===== src/lsu_pkg.sv =====
// load store unit shared definitions
package lsu_pkg;

  // widths and sizes
  localparam int DATA_W              = 32;
  localparam int MASK_W              = DATA_W / 8;
  localparam int REG_ADDR_W          = 5;
  localparam int TG_TAG_W            = 3;
  localparam int TG_X_W              = 6;
  localparam int TG_Y_W              = 5;
  localparam int TG_EPA_W            = DATA_W - TG_TAG_W - TG_Y_W - TG_X_W;
  localparam int DMEM_WORDS          = 1024;
  localparam int DMEM_ADDR_W         = $clog2(DMEM_WORDS);
  localparam int FIFO_DEPTH          = 4;
  localparam int FIFO_PTR_W          = $clog2(FIFO_DEPTH);
  localparam int FIFO_CNT_W          = $clog2(FIFO_DEPTH + 1);
  localparam int NET_CREDITS         = 2;
  localparam int NET_CNT_W           = $clog2(NET_CREDITS + 1);
  localparam int PLAIN_LOCAL_LIMIT_W = 12;

  localparam logic [DATA_W-1:0]   DRAM_PREFIX   = 32'h8000_0000;
  localparam logic [TG_TAG_W-1:0] TG_REMOTE_TAG = 3'b001;

  // operation codes
  localparam int OP_W = 3;
  localparam logic [OP_W-1:0] OP_NONE   = 3'd0;
  localparam logic [OP_W-1:0] OP_LOAD   = 3'd1;
  localparam logic [OP_W-1:0] OP_LOAD_U = 3'd2;
  localparam logic [OP_W-1:0] OP_STORE  = 3'd3;
  localparam logic [OP_W-1:0] OP_AMO    = 3'd4;
  localparam logic [OP_W-1:0] OP_LR     = 3'd5;
  localparam logic [OP_W-1:0] OP_LR_AQ  = 3'd6;

  // access sizes
  localparam int SIZE_W = 2;
  localparam logic [SIZE_W-1:0] SIZE_BYTE = 2'd0;
  localparam logic [SIZE_W-1:0] SIZE_HALF = 2'd1;
  localparam logic [SIZE_W-1:0] SIZE_WORD = 2'd2;

  // one address word, read as plain local or as tile-group
  typedef union packed {
    struct packed {
      logic [DATA_W-PLAIN_LOCAL_LIMIT_W-1:0] upper;
      logic [PLAIN_LOCAL_LIMIT_W-1:0]        offset;
    } plain;
    struct packed {
      logic [TG_TAG_W-1:0] remote;
      logic [TG_Y_W-1:0]   y_cord;
      logic [TG_X_W-1:0]   x_cord;
      logic [TG_EPA_W-1:0] epa;
    } tg;
  } lsu_addr_u;

  // remote request word, msb first: op size unsigned icache psel mask reg data addr
  localparam int REQ_ADDR_LSB     = 0;
  localparam int REQ_DATA_LSB     = REQ_ADDR_LSB + DATA_W;
  localparam int REQ_REG_LSB      = REQ_DATA_LSB + DATA_W;
  localparam int REQ_MASK_LSB     = REQ_REG_LSB + REG_ADDR_W;
  localparam int REQ_PSEL_LSB     = REQ_MASK_LSB + MASK_W;
  localparam int REQ_ICACHE_BIT   = REQ_PSEL_LSB + 2;
  localparam int REQ_UNSIGNED_BIT = REQ_ICACHE_BIT + 1;
  localparam int REQ_SIZE_LSB     = REQ_UNSIGNED_BIT + 1;
  localparam int REQ_OP_LSB       = REQ_SIZE_LSB + SIZE_W;
  localparam int REQ_W            = REQ_OP_LSB + OP_W;

  // flit layout, header carries the word address, psel gives the low bits
  localparam int FLIT_W            = 48;
  localparam logic FLIT_HDR        = 1'b0;
  localparam logic FLIT_DATA       = 1'b1;
  localparam int FLIT_KIND_BIT     = 47;
  localparam int FLIT_WRITE_BIT    = 46;
  localparam int FLIT_AMO_BIT      = 45;
  localparam int FLIT_ICACHE_BIT   = 44;
  localparam int FLIT_UNSIGNED_BIT = 43;
  localparam int FLIT_SIZE_LSB     = 41;
  localparam int FLIT_PSEL_LSB     = 39;
  localparam int FLIT_MASK_LSB     = 35;
  localparam int FLIT_REG_LSB      = 30;
  localparam int FLIT_ADDR_LSB     = 0;
  localparam int FLIT_ADDR_W       = DATA_W - 2;
  localparam int FLIT_DATA_LSB     = 0;

  // sender states
  localparam logic TX_HDR  = 1'b0;
  localparam logic TX_DATA = 1'b1;

endpackage


===== src/remote_req_fifo.sv =====
// remote request buffer
`timescale 1ns/1ps

module remote_req_fifo
  import lsu_pkg::*;
(
  input  logic             clk_i,
  input  logic             reset_i,
  input  logic             push_i,
  input  logic [REQ_W-1:0] req_i,
  input  logic             pop_i,
  output logic             head_v_o,
  output logic [REQ_W-1:0] head_req_o,
  output logic             credit_o
);

  logic [REQ_W-1:0]      mem_q [FIFO_DEPTH];
  logic [FIFO_PTR_W-1:0] wr_ptr_q;
  logic [FIFO_PTR_W-1:0] rd_ptr_q;
  logic [FIFO_CNT_W-1:0] count_q;

  assign head_v_o   = (count_q != '0);
  assign head_req_o = mem_q[rd_ptr_q];

  always_ff @(posedge clk_i) begin
    if (push_i) begin
      mem_q[wr_ptr_q] <= req_i;
    end
  end

  always_ff @(posedge clk_i) begin
    if (!reset_i) begin
      wr_ptr_q <= '0;
      rd_ptr_q <= '0;
      count_q  <= '0;
      credit_o <= 1'b0;
    end else begin
      if (push_i) begin
        wr_ptr_q <= (wr_ptr_q == FIFO_PTR_W'(FIFO_DEPTH - 1)) ? '0 : wr_ptr_q + 1'b1;
      end
      if (pop_i) begin
        rd_ptr_q <= (rd_ptr_q == FIFO_PTR_W'(FIFO_DEPTH - 1)) ? '0 : rd_ptr_q + 1'b1;
      end
      case ({push_i, pop_i})
        2'b10:   count_q <= count_q + 1'b1;
        2'b01:   count_q <= count_q - 1'b1;
        default: count_q <= count_q;
      endcase
      // slot freed, hand a credit back to the producer
      credit_o <= pop_i;
    end
  end

  // producer credits keep a slot free for every push
  a_no_overflow: assert property (@(posedge clk_i) disable iff (!reset_i)
    push_i |-> count_q < FIFO_CNT_W'(FIFO_DEPTH))
    else $error("push into a full request buffer");

  // sender only pops what it has seen at the head
  a_no_underflow: assert property (@(posedge clk_i) disable iff (!reset_i)
    pop_i |-> count_q != '0)
    else $error("pop from an empty request buffer");

endmodule


===== config.mk =====
export PLATFORM = sky130hd
export DESIGN_NAME = remote_req_fifo
export DESIGN_NICKNAME = d
export VERILOG_FILES = /design/src/lsu_pkg.sv /design/src/remote_req_fifo.sv
export SDC_FILE = /design/constraint.sdc
export NUM_CORES = 1
export LEC_CHECK = 0
export BUFFER_PORTS_ARGS = -buffer_cell sky130_fd_sc_hd__buf_4
export CAP_MARGIN = 20
export CORE_ASPECT_RATIO = 1.1
export CORE_MARGIN = 2
export CORE_UTILIZATION = 40
export DETAILED_ROUTE_END_ITERATION = 12
export PLACE_DENSITY_LB_ADDON = 0.3
export SLEW_MARGIN = 5
export SYNTH_ARGS = -nofsm -noshare
export SYNTH_HDL_FRONTEND = slang
export SYNTH_SLANG_ARGS = --single-unit

===== constraint.sdc =====
create_clock -name clk_i -period 6.8 [get_ports clk_i]
set_input_delay 0.68 -clock clk_i [delete_from_list [all_inputs] [get_ports clk_i]]
set_output_delay 0.68 -clock clk_i [all_outputs]
set_load 0.01 [all_outputs]

==> results.py <==
metrics = {
    "detailed_routing": {
        "antenna_left": 0,
        "drt_wl_total_mm": 22.8,
        "routed_via_density": 4.97,
        "drt-initial-drc-count": 350,
        "drc_errors": 0,
        "wire_per_inst_um": 20.5,
        "drtPass1Iterations": 4,
        "via_count": 5523,
    },
    "synth": {
        "post-synth-top-area-cell": "edfxtp_1",
        "synth_enable_flop_cells": 328,
        "synth_most_common_cell": "edfxtp_1",
        "synth_xor_area_share_pct": 0.141,
        "synthDistinctLibCells": 23,
        "synth_top_area_share_pct": 79.4,
        "syn_nets": 569,
        "async_reset_ff_share_pct": 0,
        "synth-compound-area-share_pct": 0.242,
        "netlist_instances": 476,
        "synth_area_um2": 12400,
        "synth_simple_gate_area_share_pct": 0.807,
        "synth_top_family_by_area": "multiplexers",
        "synthTopCellsByCount": "328 x edfxtp_1, 81 x mux4_2, 10 x dfxtp_1, 8 x buf_12, 8 x buf_2",
        "ys_seq_elements": 338,
        "ys_seq_area_share_pct": 81.0,
        "synth_adder_area_share_pct": 0.767,
        "synth_ff_type": "edfxtp_1",
        "synth_warnings": 0,
        "syn_area_per_cell_um2": 26.1,
        "muxShareOfSynthArea_pct": 15.1,
        "synthTopCellsByArea": "edfxtp_1 79%, mux4_2 15%, dfxtp_1 1.6%",
    },
    "floorplan": {
        "core.rowCount": 67,
        "die_height_um": 189,
        "fp.dieW_um": 172,
        "initial_core_util_pct": 40.6,
        "dieArea_um2": 32400,
        "pin_count": 170,
        "core_um2": 30500,
    },
    "critical_path": {
        "cp_common_cell": "buf_4",
        "start_kind": "flop",
        "crit_family": "buffers and inverters",
        "path_max_fanout": 35,
        "slowest_delay_ns": 0.64,
        "end_kind": "primary output",
        "crit_cells": 4,
        "path_cells": "buf_16 -> buf_4 -> mux4_1 -> buf_4",
        "criticalPathCategory": "flop to primary output",
        "critPathRequiredTime_ns": 6.12,
        "rr_worst_depth": 4,
        "crit_buf_inv": 3,
        "cp_slowest_cell": "mux4_1",
        "arrival_ns": 2.86,
    },
    "clocking": {
        "clkLatencyLatePin_ns": 0.50,
        "cts_resized": 0,
        "clk_pin_slew_ns": 0.06,
        "cts_num_sinks": 338,
        "cts_buffers": 35,
        "clk_path_buf_depth": 3,
        "cts_max_level": 2,
        "cts_tree": "yes",
        "clockRootBuffer": "clkbuf_16",
        "cts_hold_buffers": 0,
        "post_cts_buffers": 0,
    },
    "run_status": {
        "status": "complete, no violations",
    },
    "timing": {
        "setup_viol": 0,
        "post-route-min-period_ns": 3.54,
        "period_share_pct": 52.1,
        "skew_ns": 0.00786,
        "rsz0062_at_grt": "no",
        "setup_ws_ns": 3.26,
        "fmax_ghz": 0.282,
        "relSlewSlack_pct": 51.1,
        "hold_viol": 0,
        "tns_ns": 0,
        "worstMarginPinSlew_ns": 0.733,
        "slew_violations": 0,
    },
    "min_path": {
        "hold_path_depth": 1,
        "hp-class": "input pin to flop",
    },
    "global_routing": {
        "grt.overflow.total": 0,
        "grt_pass1_wl_mm": 35.5,
        "antenna_found_initial": 0,
        "track_usage_pct": 14.4,
        "grt_pass1_vias": 6236,
        "grt_max_degree": 51,
    },
    "placement": {
        "place.gp.congestion": 0.698,
        "post-dp-hpwl_mm": 13.6,
        "port_buffers": 169,
        "place_ws_ns": 3.43,
    },
    "layout": {
        "syn2layout_area_growth_pct": 22.1,
        "antenna_cells": 0,
        "drive_gt1_share_pct": 44.7,
        "layout.nets": 764,
    },
    "power": {
        "p_per_area_nw_per_um2": 303,
        "vdd_drop_max_v": 0.000246,
        "p_leak_nw": 5.05,
    },
    "flow_run": {
        "cap_violations": 0,
    },
}
## worst reg2reg max path, delay by kind of cell (launching register included)
kind / cells / cell delay, ns
buffers and inverters: 2 / 0.83
and+or+nand+nor: 1 / 0.54
DFF: 1 / 0.35
adders and majority gates: 1 / 0.15
## worst paths after layout
kind	from	to	slack, ns
max	flop	head_req_o[62]	3.26
min	req_i[12]	mem_q[3][12]	0.37
max reg2reg	wr_ptr_q[0]	mem_q[2][1]	4.54
min reg2reg	count_q[2]	count_q[2]	0.50
## logic make-up (layout without fill, tap and decap cells)
family                     Yosys count  after routing
muxes                               84             84
DFF                                338            338
AOI/OAI and AO/OA                    5              5
and+or+nand+nor                     16             16
xor gates and xnor gates             2              2
adders and majority gates            7              7
buffers and inverters               24            246
## registers in the layout, indices dropped and copies added (netlist names), named ones only
register and count:
mem_q 328, count_q 3, rd_ptr_q 2, wr_ptr_q 2, credit_o 1
## routing by layer
metal	up-vias	global-route usage (%)	part of all wire, %
li1	2423	-	-
met1	2924	18.1	40
met2	144	25.3	53
met3	32	3.38	5.6
met4	0	3.72	1.7
met5	-	0	0
## per-stage QoR
step	total power [mW]	hold slack [ns]	utilization (%)	area, um2	instances
6_report	4.58	0.374	49.6	15100	1112
5_1_grt	4.76	0.349	49.6	15100	1112
3_3_place_gp	2.84	0.471	46.0	14000	1047
3_5_place_dp	2.86	0.504	46.0	14000	1047
4_1_cts	4.64	0.349	49.5	15100	1111
2_1_floorplan	2.66	0.459	-	12400	476
## cell type report
| type | count | area [um2] |
|---|---|---|
| fill | 2490 | 15400 |
| multi-input combinational | 114 | 2120 |
| timing repair buffer | 176 | 1340 |
| sequential | 338 | 10100 |
| inverter | 6 | 22.5 |
| tap | 414 | 518 |
| clock buffer | 44 | 931 |
| clock inverter | 20 | 149 |
## report_power, final
part | internal [mW] | switching [mW] | leakage, nW
sequential | 2.37 | 0.0311 | 3.10
combinational | 0.213 | 0.190 | 1.44
clock | 1.02 | 0.753 | 0.514
total | 3.61 | 0.974 | 5.05
## layout by cell type, fill, tap and decap left out, drive strengths merged, types with 2 or more instances in the layout
master    instances
o21ai             2
inv               8
clkinv           13
clkbuf           44
edfxtp          328
or3               2
buf             176
ha                6
and2              7
mux2i             2
dfxtp            10
nor2b             4
clkinvlp          4
nor3b             2
mux4             82
Note: power is estimated with default switching activity, not from simulation.
