$ cat config.mk
export PLATFORM = sky130hd
export DESIGN_NAME = remote_tx
export DESIGN_NICKNAME = d
export VERILOG_FILES = /design/src/lsu_pkg.sv /design/src/remote_tx.sv
export SDC_FILE = /design/constraint.sdc
export NUM_CORES = 1
export LEC_CHECK = 0
export BUFFER_PORTS_ARGS = -buffer_cell sky130_fd_sc_hd__clkbuf_2
export CAP_MARGIN = 20
export CORE_AREA = 8 8 80 82
export CTS_BUF_LIST = sky130_fd_sc_hd__clkbuf_16
export DETAILED_ROUTE_END_ITERATION = 10
export DIE_AREA = 0 0 88 90
export GPL_ROUTABILITY_DRIVEN = 0
export PLACE_DENSITY = 0.86
export SYNTH_ARGS = -nofsm -noshare
export SYNTH_HDL_FRONTEND = slang
export SYNTH_SLANG_ARGS = --single-unit
$ cat constraint.sdc
create_clock -name clk_i -period 2.65 [get_ports clk_i]
set_input_delay 0.3975 -clock clk_i [delete_from_list [all_inputs] [get_ports clk_i]]
set_output_delay 0.3975 -clock clk_i [all_outputs]
set_load 0.01 [all_outputs]
$ cat src/lsu_pkg.sv
// load store unit shared definitions
package lsu_pkg;

  // widths and sizes
  localparam int DATA_W              = 32;
  localparam int MASK_W              = DATA_W / 8;
  localparam int REG_ADDR_W          = 5;
  localparam int TG_TAG_W            = 3;
  localparam int TG_X_W              = 6;
  localparam int TG_Y_W              = 5;
  localparam int TG_EPA_W            = DATA_W - TG_TAG_W - TG_Y_W - TG_X_W;
  localparam int DMEM_WORDS          = 1024;
  localparam int DMEM_ADDR_W         = $clog2(DMEM_WORDS);
  localparam int FIFO_DEPTH          = 4;
  localparam int FIFO_PTR_W          = $clog2(FIFO_DEPTH);
  localparam int FIFO_CNT_W          = $clog2(FIFO_DEPTH + 1);
  localparam int NET_CREDITS         = 2;
  localparam int NET_CNT_W           = $clog2(NET_CREDITS + 1);
  localparam int PLAIN_LOCAL_LIMIT_W = 12;

  localparam logic [DATA_W-1:0]   DRAM_PREFIX   = 32'h8000_0000;
  localparam logic [TG_TAG_W-1:0] TG_REMOTE_TAG = 3'b001;

  // operation codes
  localparam int OP_W = 3;
  localparam logic [OP_W-1:0] OP_NONE   = 3'd0;
  localparam logic [OP_W-1:0] OP_LOAD   = 3'd1;
  localparam logic [OP_W-1:0] OP_LOAD_U = 3'd2;
  localparam logic [OP_W-1:0] OP_STORE  = 3'd3;
  localparam logic [OP_W-1:0] OP_AMO    = 3'd4;
  localparam logic [OP_W-1:0] OP_LR     = 3'd5;
  localparam logic [OP_W-1:0] OP_LR_AQ  = 3'd6;

  // access sizes
  localparam int SIZE_W = 2;
  localparam logic [SIZE_W-1:0] SIZE_BYTE = 2'd0;
  localparam logic [SIZE_W-1:0] SIZE_HALF = 2'd1;
  localparam logic [SIZE_W-1:0] SIZE_WORD = 2'd2;

  // one address word, read as plain local or as tile-group
  typedef union packed {
    struct packed {
      logic [DATA_W-PLAIN_LOCAL_LIMIT_W-1:0] upper;
      logic [PLAIN_LOCAL_LIMIT_W-1:0]        offset;
    } plain;
    struct packed {
      logic [TG_TAG_W-1:0] remote;
      logic [TG_Y_W-1:0]   y_cord;
      logic [TG_X_W-1:0]   x_cord;
      logic [TG_EPA_W-1:0] epa;
    } tg;
  } lsu_addr_u;

  // remote request word, msb first: op size unsigned icache psel mask reg data addr
  localparam int REQ_ADDR_LSB     = 0;
  localparam int REQ_DATA_LSB     = REQ_ADDR_LSB + DATA_W;
  localparam int REQ_REG_LSB      = REQ_DATA_LSB + DATA_W;
  localparam int REQ_MASK_LSB     = REQ_REG_LSB + REG_ADDR_W;
  localparam int REQ_PSEL_LSB     = REQ_MASK_LSB + MASK_W;
  localparam int REQ_ICACHE_BIT   = REQ_PSEL_LSB + 2;
  localparam int REQ_UNSIGNED_BIT = REQ_ICACHE_BIT + 1;
  localparam int REQ_SIZE_LSB     = REQ_UNSIGNED_BIT + 1;
  localparam int REQ_OP_LSB       = REQ_SIZE_LSB + SIZE_W;
  localparam int REQ_W            = REQ_OP_LSB + OP_W;

  // flit layout, header carries the word address, psel gives the low bits
  localparam int FLIT_W            = 48;
  localparam logic FLIT_HDR        = 1'b0;
  localparam logic FLIT_DATA       = 1'b1;
  localparam int FLIT_KIND_BIT     = 47;
  localparam int FLIT_WRITE_BIT    = 46;
  localparam int FLIT_AMO_BIT      = 45;
  localparam int FLIT_ICACHE_BIT   = 44;
  localparam int FLIT_UNSIGNED_BIT = 43;
  localparam int FLIT_SIZE_LSB     = 41;
  localparam int FLIT_PSEL_LSB     = 39;
  localparam int FLIT_MASK_LSB     = 35;
  localparam int FLIT_REG_LSB      = 30;
  localparam int FLIT_ADDR_LSB     = 0;
  localparam int FLIT_ADDR_W       = DATA_W - 2;
  localparam int FLIT_DATA_LSB     = 0;

  // sender states
  localparam logic TX_HDR  = 1'b0;
  localparam logic TX_DATA = 1'b1;

endpackage

$ cat src/remote_tx.sv
// remote request flit sender
`timescale 1ns/1ps

module remote_tx
  import lsu_pkg::*;
(
  input  logic              clk_i,
  input  logic              reset_i,
  input  logic              head_v_i,
  input  logic [REQ_W-1:0]  head_req_i,
  input  logic              net_credit_i,
  output logic              pop_o,
  output logic              net_v_o,
  output logic [FLIT_W-1:0] net_flit_o
);

  logic                 state_q;
  logic [NET_CNT_W-1:0] credits_q;
  logic [OP_W-1:0]      op;
  logic                 has_payload;
  logic                 send;
  logic                 last;
  logic [FLIT_W-1:0]    hdr_flit;
  logic [FLIT_W-1:0]    data_flit;

  assign op          = head_req_i[REQ_OP_LSB +: OP_W];
  assign has_payload = (op == OP_STORE) || (op == OP_AMO);
  assign send        = head_v_i && (credits_q != '0);
  assign last        = (state_q == TX_DATA) || !has_payload;

  // pop as the request's last flit is launched
  assign pop_o = send && last;

  always_comb begin
    hdr_flit = '0;
    hdr_flit[FLIT_KIND_BIT]     = FLIT_HDR;
    hdr_flit[FLIT_WRITE_BIT]    = (op == OP_STORE);
    hdr_flit[FLIT_AMO_BIT]      = (op == OP_AMO);
    hdr_flit[FLIT_ICACHE_BIT]   = head_req_i[REQ_ICACHE_BIT];
    hdr_flit[FLIT_UNSIGNED_BIT] = head_req_i[REQ_UNSIGNED_BIT];
    hdr_flit[FLIT_SIZE_LSB +: SIZE_W]     = head_req_i[REQ_SIZE_LSB +: SIZE_W];
    hdr_flit[FLIT_PSEL_LSB +: 2]          = head_req_i[REQ_PSEL_LSB +: 2];
    hdr_flit[FLIT_MASK_LSB +: MASK_W]     = head_req_i[REQ_MASK_LSB +: MASK_W];
    hdr_flit[FLIT_REG_LSB +: REG_ADDR_W]  = head_req_i[REQ_REG_LSB +: REG_ADDR_W];
    // word address only
    hdr_flit[FLIT_ADDR_LSB +: FLIT_ADDR_W] = head_req_i[REQ_ADDR_LSB + 2 +: FLIT_ADDR_W];

    data_flit = '0;
    data_flit[FLIT_KIND_BIT]              = FLIT_DATA;
    data_flit[FLIT_MASK_LSB +: MASK_W]    = head_req_i[REQ_MASK_LSB +: MASK_W];
    data_flit[FLIT_DATA_LSB +: DATA_W]    = head_req_i[REQ_DATA_LSB +: DATA_W];
  end

  always_ff @(posedge clk_i) begin
    if (!reset_i) begin
      state_q   <= TX_HDR;
      net_v_o   <= 1'b0;
      credits_q <= NET_CNT_W'(NET_CREDITS);
    end else begin
      net_v_o <= send;
      if (send) begin
        state_q <= last ? TX_HDR : TX_DATA;
      end
      case ({send, net_credit_i})
        2'b10:   credits_q <= credits_q - 1'b1;
        2'b01:   credits_q <= credits_q + 1'b1;
        default: credits_q <= credits_q;
      endcase
    end
  end

  always_ff @(posedge clk_i) begin
    if (send) begin
      net_flit_o <= (state_q == TX_HDR) ? hdr_flit : data_flit;
    end
  end

  // network returns at most one credit per flit sent
  a_net_credit_max: assert property (@(posedge clk_i) disable iff (!reset_i)
    credits_q <= NET_CNT_W'(NET_CREDITS))
    else $error("network credits above reset value");

endmodule

==> results.py <==
metrics = {
    "status": {
        "run_status": "finished clean",
    },
    "setup_path": {
        "start_kind": "register",
        "r2r-end": "net_flit_o[16]$_DFFE_PP_",
        "worstReg2RegStart": "state_q$_SDFFE_PN0P_",
        "end_kind": "output port",
        "worst-path-stages": 3,
        "crit_family": "flip-flops",
        "reg2reg_slack_ns": 1.09,
        "cp_cell_sequence": "nor4bb_4, nor3_2, clkbuf_2",
        "worst_ep_arrival_time_ns": 1.36,
        "reg2reg_depth": 2,
        "cp_max_fo": 14,
        "critPathKind": "reg2out",
        "cpMaxStageDelayCell": "dfxtp_2",
        "critPathBufInv": 1,
        "crit_path_max_incr_delay_ns": 0.57,
        "crit_required_ns": 2.25,
    },
    "power_and_ir_drop": {
        "ir_drop_uv": 345,
        "p_leak_nw": 1.34,
        "power_density_mw_per_mm2": 707,
        "power_frac_seq": 0.514,
        "p_clk_frac": 0.287,
        "p_sw_mw": 0.527,
        "swShare": 0.248,
        "combPwrFrac": 0.200,
        "intPower_mw": 1.60,
    },
    "global_route": {
        "grt_max_degree": 27,
        "grt_util_met2": 0.234,
        "grt_usage": 0.132,
        "busiest_layer": "met2",
        "overflow": 0,
        "grt_pass1_vias": 1681,
        "grt_pass1_wl_mm": 8.06,
        "met3_usage": 0.0246,
        "antenna_found_initial": 0,
        "grtUsageMet1": 0.141,
    },
    "yosys": {
        "synthCells": 113,
        "synth-seq-cells": 52,
        "synth_nets": 200,
        "synth_flop_cell": "edfxtp_1",
        "synth_warnings": 0,
        "async_flop_share": 0,
        "avgSynthCellArea_um2": 18.7,
        "synth_edf_count": 48,
        "netlist_area_mm2": 0.00211,
        "ys_seq_area_frac": 0.720,
        "synthDistinctLibCells": 21,
    },
    "cts": {
        "clockBufferDepth": 2,
        "cts_setup_buffers": 0,
        "cts_htree_levels": 2,
        "tritoncts.num_buffers": 5,
        "clkSinkCount": 52,
        "cts_resized": 0,
        "postCtsHoldBufs": 0,
        "cts_tree": "done",
        "clk_pin_slew_worst_paths_ns": 0.07,
        "clock_latency_ns": 0.29,
        "root_buffer": "clkbuf_16",
    },
    "worst_hold_path": {
        "min_to": "net_flit_o[38]$_DFFE_PP_",
        "hold_start": "head_req_i[72]",
        "hp-class": "in2reg",
        "hold_path_depth": 1,
    },
    "layout": {
        "num-nets-final": 338,
        "drive_gt1_frac": 0.710,
        "diodes": 0,
        "final_common_cell": "clkbuf_2",
        "mostFrequentLayoutCells": "clkbuf_2 (133), edfxtp_1 (48), mux2_2 (32)",
        "area_delta_synth_final_pct": 42.4,
        "instances_no_fill": 324,
    },
    "timing": {
        "finalMaxSlewViolations": 0,
        "skew_ns": 0.0116,
        "max_slew.worst_pin.slew_ns": 0.559,
        "max_freq_mhz": 569,
        "fin_setup_tns_ns": 0,
        "setup_viol": 0,
        "period_minus_slack_ns": 1.76,
        "grt_setup_unrepaired": "false",
        "max_slew_margin": 0.627,
        "hold_viol_final": 0,
        "finalCritPeriodShare": 0.663,
    },
    "place": {
        "dp.cells": 316,
        "dpl.hpwl_mm": 4.19,
        "port_buffers": 133,
    },
    "die": {
        "initial_core_util": 0.403,
        "core_area_mm2": 0.00524,
        "io_pins": 136,
        "die-area_mm2": 0.00792,
        "die_h_um": 90,
        "die_x_um": 88,
        "rows": 27,
    },
    "flow_run": {
        "max_cap_viol_count": 0,
    },
    "drt": {
        "drt-initial-drc-count": 51,
        "vias_per_cell": 4.51,
        "drt-total-wl_mm": 5.16,
        "detail-route-antenna-nets": 0,
        "first_pass_iters": 4,
        "drc": 0,
        "via_count": 1460,
        "wl_per_cell_um": 15.9,
    },
}
## sequential cells by signal, summed over array words and instances (netlist names)
register,count
net_v_o,1
credits_q,2
net_flit_o,48
state_q,1
## stage by stage
stage | hold slack, ns | instance area, um2 | util | setup slack (ns) | power (mW)
floorplan | 0.431 | 2110 | - | 0.778 | 1.34
global placement | 0.491 | 2870 | 0.547 | 1.04 | 1.53
detailed placement | 0.512 | 2870 | 0.547 | 1.02 | 1.55
CTS | 0.281 | 3010 | 0.574 | 0.861 | 2.15
global route | 0.280 | 3010 | 0.574 | 0.815 | 2.22
finish | 0.287 | 3010 | 0.574 | 0.892 | 2.13
## power groups by stage
stage	Sequential (mW)	Combinational [mW]	Clock (mW)
CTS	1.09	0.435	0.622
finish	1.09	0.425	0.609
floorplan	1.16	0.181	0
detailed placement	1.11	0.434	0
global route	1.11	0.460	0.649
global placement	1.11	0.421	0
## worst max-delay path by stage
stage / endpoint / startpoint
final: pop_o / state_q$_SDFFE_PN0P_
after floorplan: net_flit_o[0]$_DFFE_PP_ / head_v_i
after CTS: pop_o / state_q$_SDFFE_PN0P_
after global placement: net_flit_o[15]$_DFFE_PP_ / head_v_i
after detailed placement: net_flit_o[16]$_DFFE_PP_ / head_v_i
after global routing: pop_o / state_q$_SDFFE_PN0P_
## layer usage
layer	wire length [um]	up-vias
li1	-	704
met1	1830	673
met2	2760	73
met3	437	10
met4	125	0
met5	0	-
## layout make-up
class,count,area (um2)
Fill cell,428,2230
Sequential cell,52,1520
Timing Repair Buffer,136,701
Multi-Input combinational cell,55,549
Clock buffer,5,125
Tap cell,72,90.1
Clock inverter,3,15.0
Inverter,1,3.75
## synthesized netlist by cell type (2+ instances only)
cell | n | area [um2]
buf_4 | 3 | 22.5
mux2_2 | 32 | 360
nor2b_1 | 8 | 50.1
and2_1 | 2 | 12.5
edfxtp_1 | 48 | 1440
dfxtp_1 | 4 | 80.1
o21ai_0 | 2 | 10.0
## logic make-up (layout without fill, tap and decap cells)
kind of cell               Yosys count  after routing  share of synthesized area
DFF                                 52             52                      0.720
muxes                               32             32                      0.171
and+or+nand+nor                     17             17                     0.0681
buffers and inverters                6            145                     0.0195
AOI/OAI and AO/OA                    3              3                    0.00711
xor gates and xnor gates             2              2                    0.00830
adders and majority gates            1              1                    0.00592
Power figures use the tool's default switching activity.
