$ cat src/lsu_pkg.sv
// load store unit shared definitions
package lsu_pkg;

  // widths and sizes
  localparam int DATA_W              = 32;
  localparam int MASK_W              = DATA_W / 8;
  localparam int REG_ADDR_W          = 5;
  localparam int TG_TAG_W            = 3;
  localparam int TG_X_W              = 6;
  localparam int TG_Y_W              = 5;
  localparam int TG_EPA_W            = DATA_W - TG_TAG_W - TG_Y_W - TG_X_W;
  localparam int DMEM_WORDS          = 1024;
  localparam int DMEM_ADDR_W         = $clog2(DMEM_WORDS);
  localparam int FIFO_DEPTH          = 4;
  localparam int FIFO_PTR_W          = $clog2(FIFO_DEPTH);
  localparam int FIFO_CNT_W          = $clog2(FIFO_DEPTH + 1);
  localparam int NET_CREDITS         = 2;
  localparam int NET_CNT_W           = $clog2(NET_CREDITS + 1);
  localparam int PLAIN_LOCAL_LIMIT_W = 12;

  localparam logic [DATA_W-1:0]   DRAM_PREFIX   = 32'h8000_0000;
  localparam logic [TG_TAG_W-1:0] TG_REMOTE_TAG = 3'b001;

  // operation codes
  localparam int OP_W = 3;
  localparam logic [OP_W-1:0] OP_NONE   = 3'd0;
  localparam logic [OP_W-1:0] OP_LOAD   = 3'd1;
  localparam logic [OP_W-1:0] OP_LOAD_U = 3'd2;
  localparam logic [OP_W-1:0] OP_STORE  = 3'd3;
  localparam logic [OP_W-1:0] OP_AMO    = 3'd4;
  localparam logic [OP_W-1:0] OP_LR     = 3'd5;
  localparam logic [OP_W-1:0] OP_LR_AQ  = 3'd6;

  // access sizes
  localparam int SIZE_W = 2;
  localparam logic [SIZE_W-1:0] SIZE_BYTE = 2'd0;
  localparam logic [SIZE_W-1:0] SIZE_HALF = 2'd1;
  localparam logic [SIZE_W-1:0] SIZE_WORD = 2'd2;

  // one address word, read as plain local or as tile-group
  typedef union packed {
    struct packed {
      logic [DATA_W-PLAIN_LOCAL_LIMIT_W-1:0] upper;
      logic [PLAIN_LOCAL_LIMIT_W-1:0]        offset;
    } plain;
    struct packed {
      logic [TG_TAG_W-1:0] remote;
      logic [TG_Y_W-1:0]   y_cord;
      logic [TG_X_W-1:0]   x_cord;
      logic [TG_EPA_W-1:0] epa;
    } tg;
  } lsu_addr_u;

  // remote request word, msb first: op size unsigned icache psel mask reg data addr
  localparam int REQ_ADDR_LSB     = 0;
  localparam int REQ_DATA_LSB     = REQ_ADDR_LSB + DATA_W;
  localparam int REQ_REG_LSB      = REQ_DATA_LSB + DATA_W;
  localparam int REQ_MASK_LSB     = REQ_REG_LSB + REG_ADDR_W;
  localparam int REQ_PSEL_LSB     = REQ_MASK_LSB + MASK_W;
  localparam int REQ_ICACHE_BIT   = REQ_PSEL_LSB + 2;
  localparam int REQ_UNSIGNED_BIT = REQ_ICACHE_BIT + 1;
  localparam int REQ_SIZE_LSB     = REQ_UNSIGNED_BIT + 1;
  localparam int REQ_OP_LSB       = REQ_SIZE_LSB + SIZE_W;
  localparam int REQ_W            = REQ_OP_LSB + OP_W;

  // flit layout, header carries the word address, psel gives the low bits
  localparam int FLIT_W            = 48;
  localparam logic FLIT_HDR        = 1'b0;
  localparam logic FLIT_DATA       = 1'b1;
  localparam int FLIT_KIND_BIT     = 47;
  localparam int FLIT_WRITE_BIT    = 46;
  localparam int FLIT_AMO_BIT      = 45;
  localparam int FLIT_ICACHE_BIT   = 44;
  localparam int FLIT_UNSIGNED_BIT = 43;
  localparam int FLIT_SIZE_LSB     = 41;
  localparam int FLIT_PSEL_LSB     = 39;
  localparam int FLIT_MASK_LSB     = 35;
  localparam int FLIT_REG_LSB      = 30;
  localparam int FLIT_ADDR_LSB     = 0;
  localparam int FLIT_ADDR_W       = DATA_W - 2;
  localparam int FLIT_DATA_LSB     = 0;

  // sender states
  localparam logic TX_HDR  = 1'b0;
  localparam logic TX_DATA = 1'b1;

endpackage

$ cat src/lsu.sv
// load store unit
`timescale 1ns/1ps

module lsu
  import lsu_pkg::*;
(
  input  logic                   clk_i,
  input  logic                   reset_i,
  input  logic                   exe_v_i,
  input  logic [OP_W-1:0]        exe_op_i,
  input  logic [SIZE_W-1:0]      exe_size_i,
  input  logic [DATA_W-1:0]      exe_rs1_i,
  input  logic [DATA_W-1:0]      exe_rs2_i,
  input  logic [REG_ADDR_W-1:0]  exe_rd_i,
  input  logic [DATA_W-1:0]      mem_offset_i,
  input  logic [DATA_W-1:0]      pc_plus4_i,
  input  logic                   icache_miss_i,
  input  logic [TG_X_W-1:0]      tg_x_cord_i,
  input  logic [TG_Y_W-1:0]      tg_y_cord_i,
  input  logic                   fifo_credit_i,
  output logic                   stall_o,
  output logic                   dmem_v_o,
  output logic                   dmem_w_o,
  output logic [DMEM_ADDR_W-1:0] dmem_addr_o,
  output logic [DATA_W-1:0]      dmem_data_o,
  output logic [MASK_W-1:0]      dmem_mask_o,
  output logic                   reserve_o,
  output logic                   fifo_push_o,
  output logic [REQ_W-1:0]       fifo_req_o
);

  logic [DATA_W-1:0]     mem_addr;
  logic [DATA_W-1:0]     miss_addr;
  lsu_addr_u             addr_dec;
  logic                  is_plain_local;
  logic                  is_tg_local;
  logic                  is_local;
  logic                  is_load;
  logic                  is_store;
  logic                  is_amo;
  logic                  is_lr;
  logic                  want_local;
  logic                  want_remote;
  logic                  accept;
  logic [DATA_W-1:0]     store_data;
  logic [MASK_W-1:0]     store_mask;
  logic [REQ_W-1:0]      req_word;
  logic [FIFO_CNT_W-1:0] credits_q;

  assign mem_addr  = exe_rs1_i + mem_offset_i;
  assign miss_addr = (pc_plus4_i - 32'd4) | DRAM_PREFIX;

  // address decode, both views of the same word
  assign addr_dec       = mem_addr;
  assign is_plain_local = (addr_dec.plain.upper == '0);
  assign is_tg_local    = (addr_dec.tg.remote == TG_REMOTE_TAG) &&
                          (addr_dec.tg.x_cord == tg_x_cord_i) &&
                          (addr_dec.tg.y_cord == tg_y_cord_i);
  assign is_local       = is_plain_local | is_tg_local;

  assign is_load  = (exe_op_i == OP_LOAD) || (exe_op_i == OP_LOAD_U);
  assign is_store = (exe_op_i == OP_STORE);
  assign is_amo   = (exe_op_i == OP_AMO);
  assign is_lr    = (exe_op_i == OP_LR) || (exe_op_i == OP_LR_AQ);

  // replicate store data across the word, mask by size and low bits
  always_comb begin
    case (exe_size_i)
      SIZE_BYTE: begin
        store_data = {4{exe_rs2_i[7:0]}};
        store_mask = 4'b0001 << mem_addr[1:0];
      end
      SIZE_HALF: begin
        store_data = {2{exe_rs2_i[15:0]}};
        store_mask = mem_addr[1] ? 4'b1100 : 4'b0011;
      end
      default: begin
        store_data = exe_rs2_i;
        store_mask = 4'b1111;
      end
    endcase
  end

  // atomics and miss fetches never touch local memory
  assign want_local  = ~icache_miss_i & is_local & (is_load | is_store | is_lr);
  assign want_remote = icache_miss_i | is_amo | ((is_load | is_store) & ~is_local);

  assign stall_o = exe_v_i & want_remote & (credits_q == '0);
  assign accept  = exe_v_i & ~stall_o;

  always_comb begin
    if (icache_miss_i) begin
      // fetch is a plain word read, only the icache flag set
      req_word = {OP_LOAD, SIZE_WORD, 1'b0, 1'b1, 2'b00, {MASK_W{1'b1}},
                  {REG_ADDR_W{1'b0}}, {DATA_W{1'b0}}, miss_addr};
    end else begin
      req_word = {exe_op_i, exe_size_i, (exe_op_i == OP_LOAD_U), 1'b0, mem_addr[1:0],
                  store_mask, exe_rd_i, store_data, mem_addr};
    end
  end

  // one credit per free buffer slot, taken at acceptance
  always_ff @(posedge clk_i) begin
    if (!reset_i) begin
      credits_q <= FIFO_CNT_W'(FIFO_DEPTH);
    end else begin
      case ({accept & want_remote, fifo_credit_i})
        2'b10:   credits_q <= credits_q - 1'b1;
        2'b01:   credits_q <= credits_q + 1'b1;
        default: credits_q <= credits_q;
      endcase
    end
  end

  always_ff @(posedge clk_i) begin
    if (!reset_i) begin
      dmem_v_o    <= 1'b0;
      reserve_o   <= 1'b0;
      fifo_push_o <= 1'b0;
    end else begin
      dmem_v_o    <= accept & want_local;
      // either lr flavor reserves
      reserve_o   <= accept & want_local & is_lr;
      fifo_push_o <= accept & want_remote;
    end
  end

  always_ff @(posedge clk_i) begin
    if (accept & want_local) begin
      dmem_w_o    <= is_store;
      dmem_addr_o <= mem_addr[2 +: DMEM_ADDR_W];
      dmem_data_o <= store_data;
      dmem_mask_o <= store_mask;
    end
    if (accept & want_remote) begin
      fifo_req_o <= req_word;
    end
  end

  // an accepted atomic shows up at the buffer, never at dmem
  a_amo_remote: assert property (@(posedge clk_i) disable iff (!reset_i)
    accept && is_amo && !icache_miss_i |=> fifo_push_o && !dmem_v_o)
    else $error("atomic routed to local memory");

  a_lr_local: assert property (@(posedge clk_i) disable iff (!reset_i)
    exe_v_i && is_lr && !icache_miss_i |-> is_local)
    else $error("load-reserved on a non-local address");

  // buffer never returns more credits than it was given
  a_credit_max: assert property (@(posedge clk_i) disable iff (!reset_i)
    credits_q <= FIFO_CNT_W'(FIFO_DEPTH))
    else $error("credit count above buffer depth");

endmodule

$ cat config.mk
export PLATFORM = sky130hd
export DESIGN_NAME = lsu
export DESIGN_NICKNAME = d
export VERILOG_FILES = /design/src/lsu_pkg.sv /design/src/lsu.sv
export SDC_FILE = /design/constraint.sdc
export NUM_CORES = 1
export LEC_CHECK = 0
export BUFFER_PORTS_ARGS = -buffer_cell sky130_fd_sc_hd__buf_4
export CORE_UTILIZATION = 51
export CTS_CLUSTER_DIAMETER = 80
export DETAILED_ROUTE_END_ITERATION = 16
export PLACE_DENSITY = 0.92
export SETUP_SLACK_MARGIN = 0.2
export SLEW_MARGIN = 20
export SYNTH_ARGS = -nofsm -noshare
export SYNTH_HDL_FRONTEND = slang
export SYNTH_SLANG_ARGS = --single-unit
$ cat constraint.sdc
create_clock -name clk_i -period 12.5 [get_ports clk_i]
set_input_delay 1.25 -clock clk_i [delete_from_list [all_inputs] [get_ports clk_i]]
set_output_delay 1.25 -clock clk_i [all_outputs]
set_load 0.01 [all_outputs]
==> flow_summary_export.csv <==
group,metric,value,unit
status,status,"finished clean",
worst_hold_path,holdCritPathClass,"flop to flop",
setup_path,cp_slowest_cell,"or4_4",
finish,syn_to_final_growth,34.5,%
sta,fin_tns_setup,0,ns
sta,max_freq,154,MHz
cts,cts_buffers,17,
cts,cts_setup_buffers,0,
logic_synthesis,ys_seq_area_share,47.7,%
logic_synthesis,synthCells,797,
cts,h-tree-depth,4,
logic_synthesis,yosys-top-cells-area,"edfxtp_1 46%, ha_1 4.9%, nand2_1 3.7%",
routing,drc,0,
flow_run,maxCapViolations,0,
power_and_ir_drop,clockPowerShare,33.4,%
cts,cts_tree,"done",
logic_synthesis,yosysWarningCount,0,
floorplan,die_area,16900,um^2
power_and_ir_drop,total_power,1560,uW
logic_synthesis,synth_edf_count,129,
logic_synthesis,synth_area,8380,um^2
setup_path,cp-start-kind,"primary input",
power_and_ir_drop,pwr-share-seq,38.9,%
routing,drt_pre_antenna_iters,5,
cts,clk_path_buf_depth,2,
logic_synthesis,async_flop_share,0,%
global_routing,grt-ovfl-total,0,
cts,insertion_delay,0.40,ns
power_and_ir_drop,peakVddDrop,0.0860,mV
power_and_ir_drop,swShare,30.0,%
global_routing,grt_max_degree,83,
setup_path,critPathRequiredTime,11.25,ns
finish,insertedDiodeCount,0,
cts,clkTransAtPathRegs,0.06,ns
place,pre_cts_ws,6.10,ns
logic_synthesis,ys_ff_latch,135,
sta,finClkSkew,0.0105,ns
routing,first_iter_violations,643,
logic_synthesis,yosysTopAreaCellShare,46.2,%
place,portBuffers,285,
finish,n_fill_cell,1120,
finish,drive_gt1_share,34.2,%
power_and_ir_drop,internal_power,1090,uW
setup_path,path_common_cell,"buf_4",
logic_synthesis,synth_nets,986,
setup_path,r2r_cells,8,
logic_synthesis,syn_area_per_cell,10.5,um^2
logic_synthesis,postSynth.topFlopCell,"edfxtp_1",
sta,fin_hold_ws,0.506,ns
sta,rsz0062_at_grt,"no",
floorplan,rows,46,
floorplan,die_h,130,um
routing,viasPerCell,5.79,
global_routing,first_global_vias,6996,
setup_path,crit_type,"primary input to primary output",
routing,drt-total-wl,24700,um
floorplan,core_area,15900,um^2
global_routing,grt_pass1_wl,36000,um
setup_path,crit_path_end_kind,"primary output",
sta,finalHoldViolCount,0,
global_routing,track_usage,28.3,%
setup_path,critical_path.cell_chain,"buf_4 -> ha_1 -> inv_1 -> fa_1 -> nand2b_1 -> a21oi_2 -> o21ai_1 -> a221oi_1 -> o21ai_0 -> nor4_1 -> or4b_1 -> or4_4 -> nand3_1 -> a21oi_1 -> buf_4",
place,gp_congestion,0.931,
power_and_ir_drop,p_leak,0.00456,uW
power_and_ir_drop,power.switching,469,uW
routing,wire_per_inst,19.1,um
logic_synthesis,synth_cell_types,84,
setup_path,slowest_delay,0.58,ns
sta,setup_ws,6.01,ns
sta,tightest_slew,1.11,ns
sta,maxSlewViolCount,0,
sta,layout_min_cycle_time,6.49,ns
cts,cts.sinks,135,
cts,post_cts_resized,0,
floorplan,ioPinCount,287,
floorplan,start_util,52.6,%
setup_path,cp.arrival,5.24,ns
sta,period_share,51.9,%
sta,setup_viol,0,
power_and_ir_drop,combPwrFrac,27.7,%
sta,relSlewSlack,26.2,%
routing,via_count,7508,
cts,clockRootBuffer,"clkbuf_16",
place,hpwl,18600,um
logic_synthesis,post-synth-top-count-cell,"edfxtp_1",
logic_synthesis,yosys-top-cells-count,"129 x edfxtp_1, 82 x nand2_1, 54 x o21ai_0",
routing,drtAntennaViolNets,0,
global_routing,antenna_found_initial,0,
cts,ctsHoldBuffers,0,
finish,final_nets,1256,
setup_path,crit_path_max_fanout,6,
floorplan,chipWidth,130,um
power_and_ir_drop,power_density,139,nW/um^2
logic_synthesis,synth_top_cell_by_area,"edfxtp_1",
worst_hold_path,holdPathStages,2,
[flip-flops by register name (all words and copies together) (netlist names)]
name / flops
fifo_req_o: 82
dmem_data_o: 32
dmem_addr_o: 10
dmem_mask_o: 4
credits_q: 3
dmem_v_o: 1
dmem_w_o: 1
fifo_push_o: 1
reserve_o: 1
[metrics by stage]
stage               utilization (%)  cells  cell area, um^2
finish                         70.7   1296            11300
global route                   70.7   1296            11300
CTS                            70.7   1296            11300
detailed placement             66.8   1264            10700
global placement               66.8   1264            10700
floorplan                         -    797             8380
[logic make-up (layout without fill, tap and decap cells)]
group | count (synthesis) | after routing | synth area share (%)
compound gates | 195 | 195 | 15.5
xor+xnor | 59 | 59 | 6.33
fa+ha+maj | 35 | 35 | 5.40
buf+inv | 52 | 335 | 2.81
flops | 135 | 135 | 47.7
mux | 28 | 28 | 3.60
simple gates | 293 | 293 | 18.7
[worst paths after layout]
| check | from | endpoint | slack, ns |
|---|---|---|---|
| worst max-delay path | exe_rs1_i[0] | stall_o | 6.01 |
| worst min-delay path | credits_q[2] | credits_q[2] | 0.51 |
| worst max register to register | credits_q[0] | credits_q[2] | 10.26 |
| worst min register to register | credits_q[2] | credits_q[2] | 0.51 |
[power groups by stage]
stage,Sequential [uW],Combinational (uW),Clock [uW]
4_1_cts,609,429,528
2_1_floorplan,659,200,0
5_1_grt,613,464,547
3_3_place_gp,614,417,0
6_report,608,432,523
3_5_place_dp,618,426,0
[critical path: cells and delay by family]
kind / cells / cell delay [ns]
and+or+nand+nor: 5 / 1.99
AOI/OAI and AO/OA: 5 / 1.07
adders and majority gates: 2 / 0.62
buffers and inverters: 3 / 0.33
[per-layer routing]
metal,share of wire [%],up-vias,track usage (%)
li1,-,3519,-
met1,37,3507,31.9
met2,51,399,50.3
met3,7.0,83,5.58
met4,4.9,0,15.4
met5,0,-,0
[layout make-up]
type	count	area (um^2)	area share, %
sequential	135	3990	35.4
timing repair buffer	288	2160	19.2
tap	216	270	2.40
inverter	15	56.3	0.499
clock buffer	18	429	3.81
clock inverter	14	189	1.68
multi-input combinational	610	4180	37.0
[layout by cell type, fill, tap and decap left out, types with 14 or more instances in the layout]
cell type    n
nor2_1      43
edfxtp_1   129
ha_1        33
nand2_1     82
nand3_1     16
xor2_1      24
and2_1      27
nor3_1      20
buf_4      288
o21ai_1     14
mux2_2      17
inv_1       15
clkbuf_16   17
nor2b_1     21
or3_1       14
o21ai_0     54
xnor2_1     34
a21oi_1     41
(Power assumes the default switching activity.)
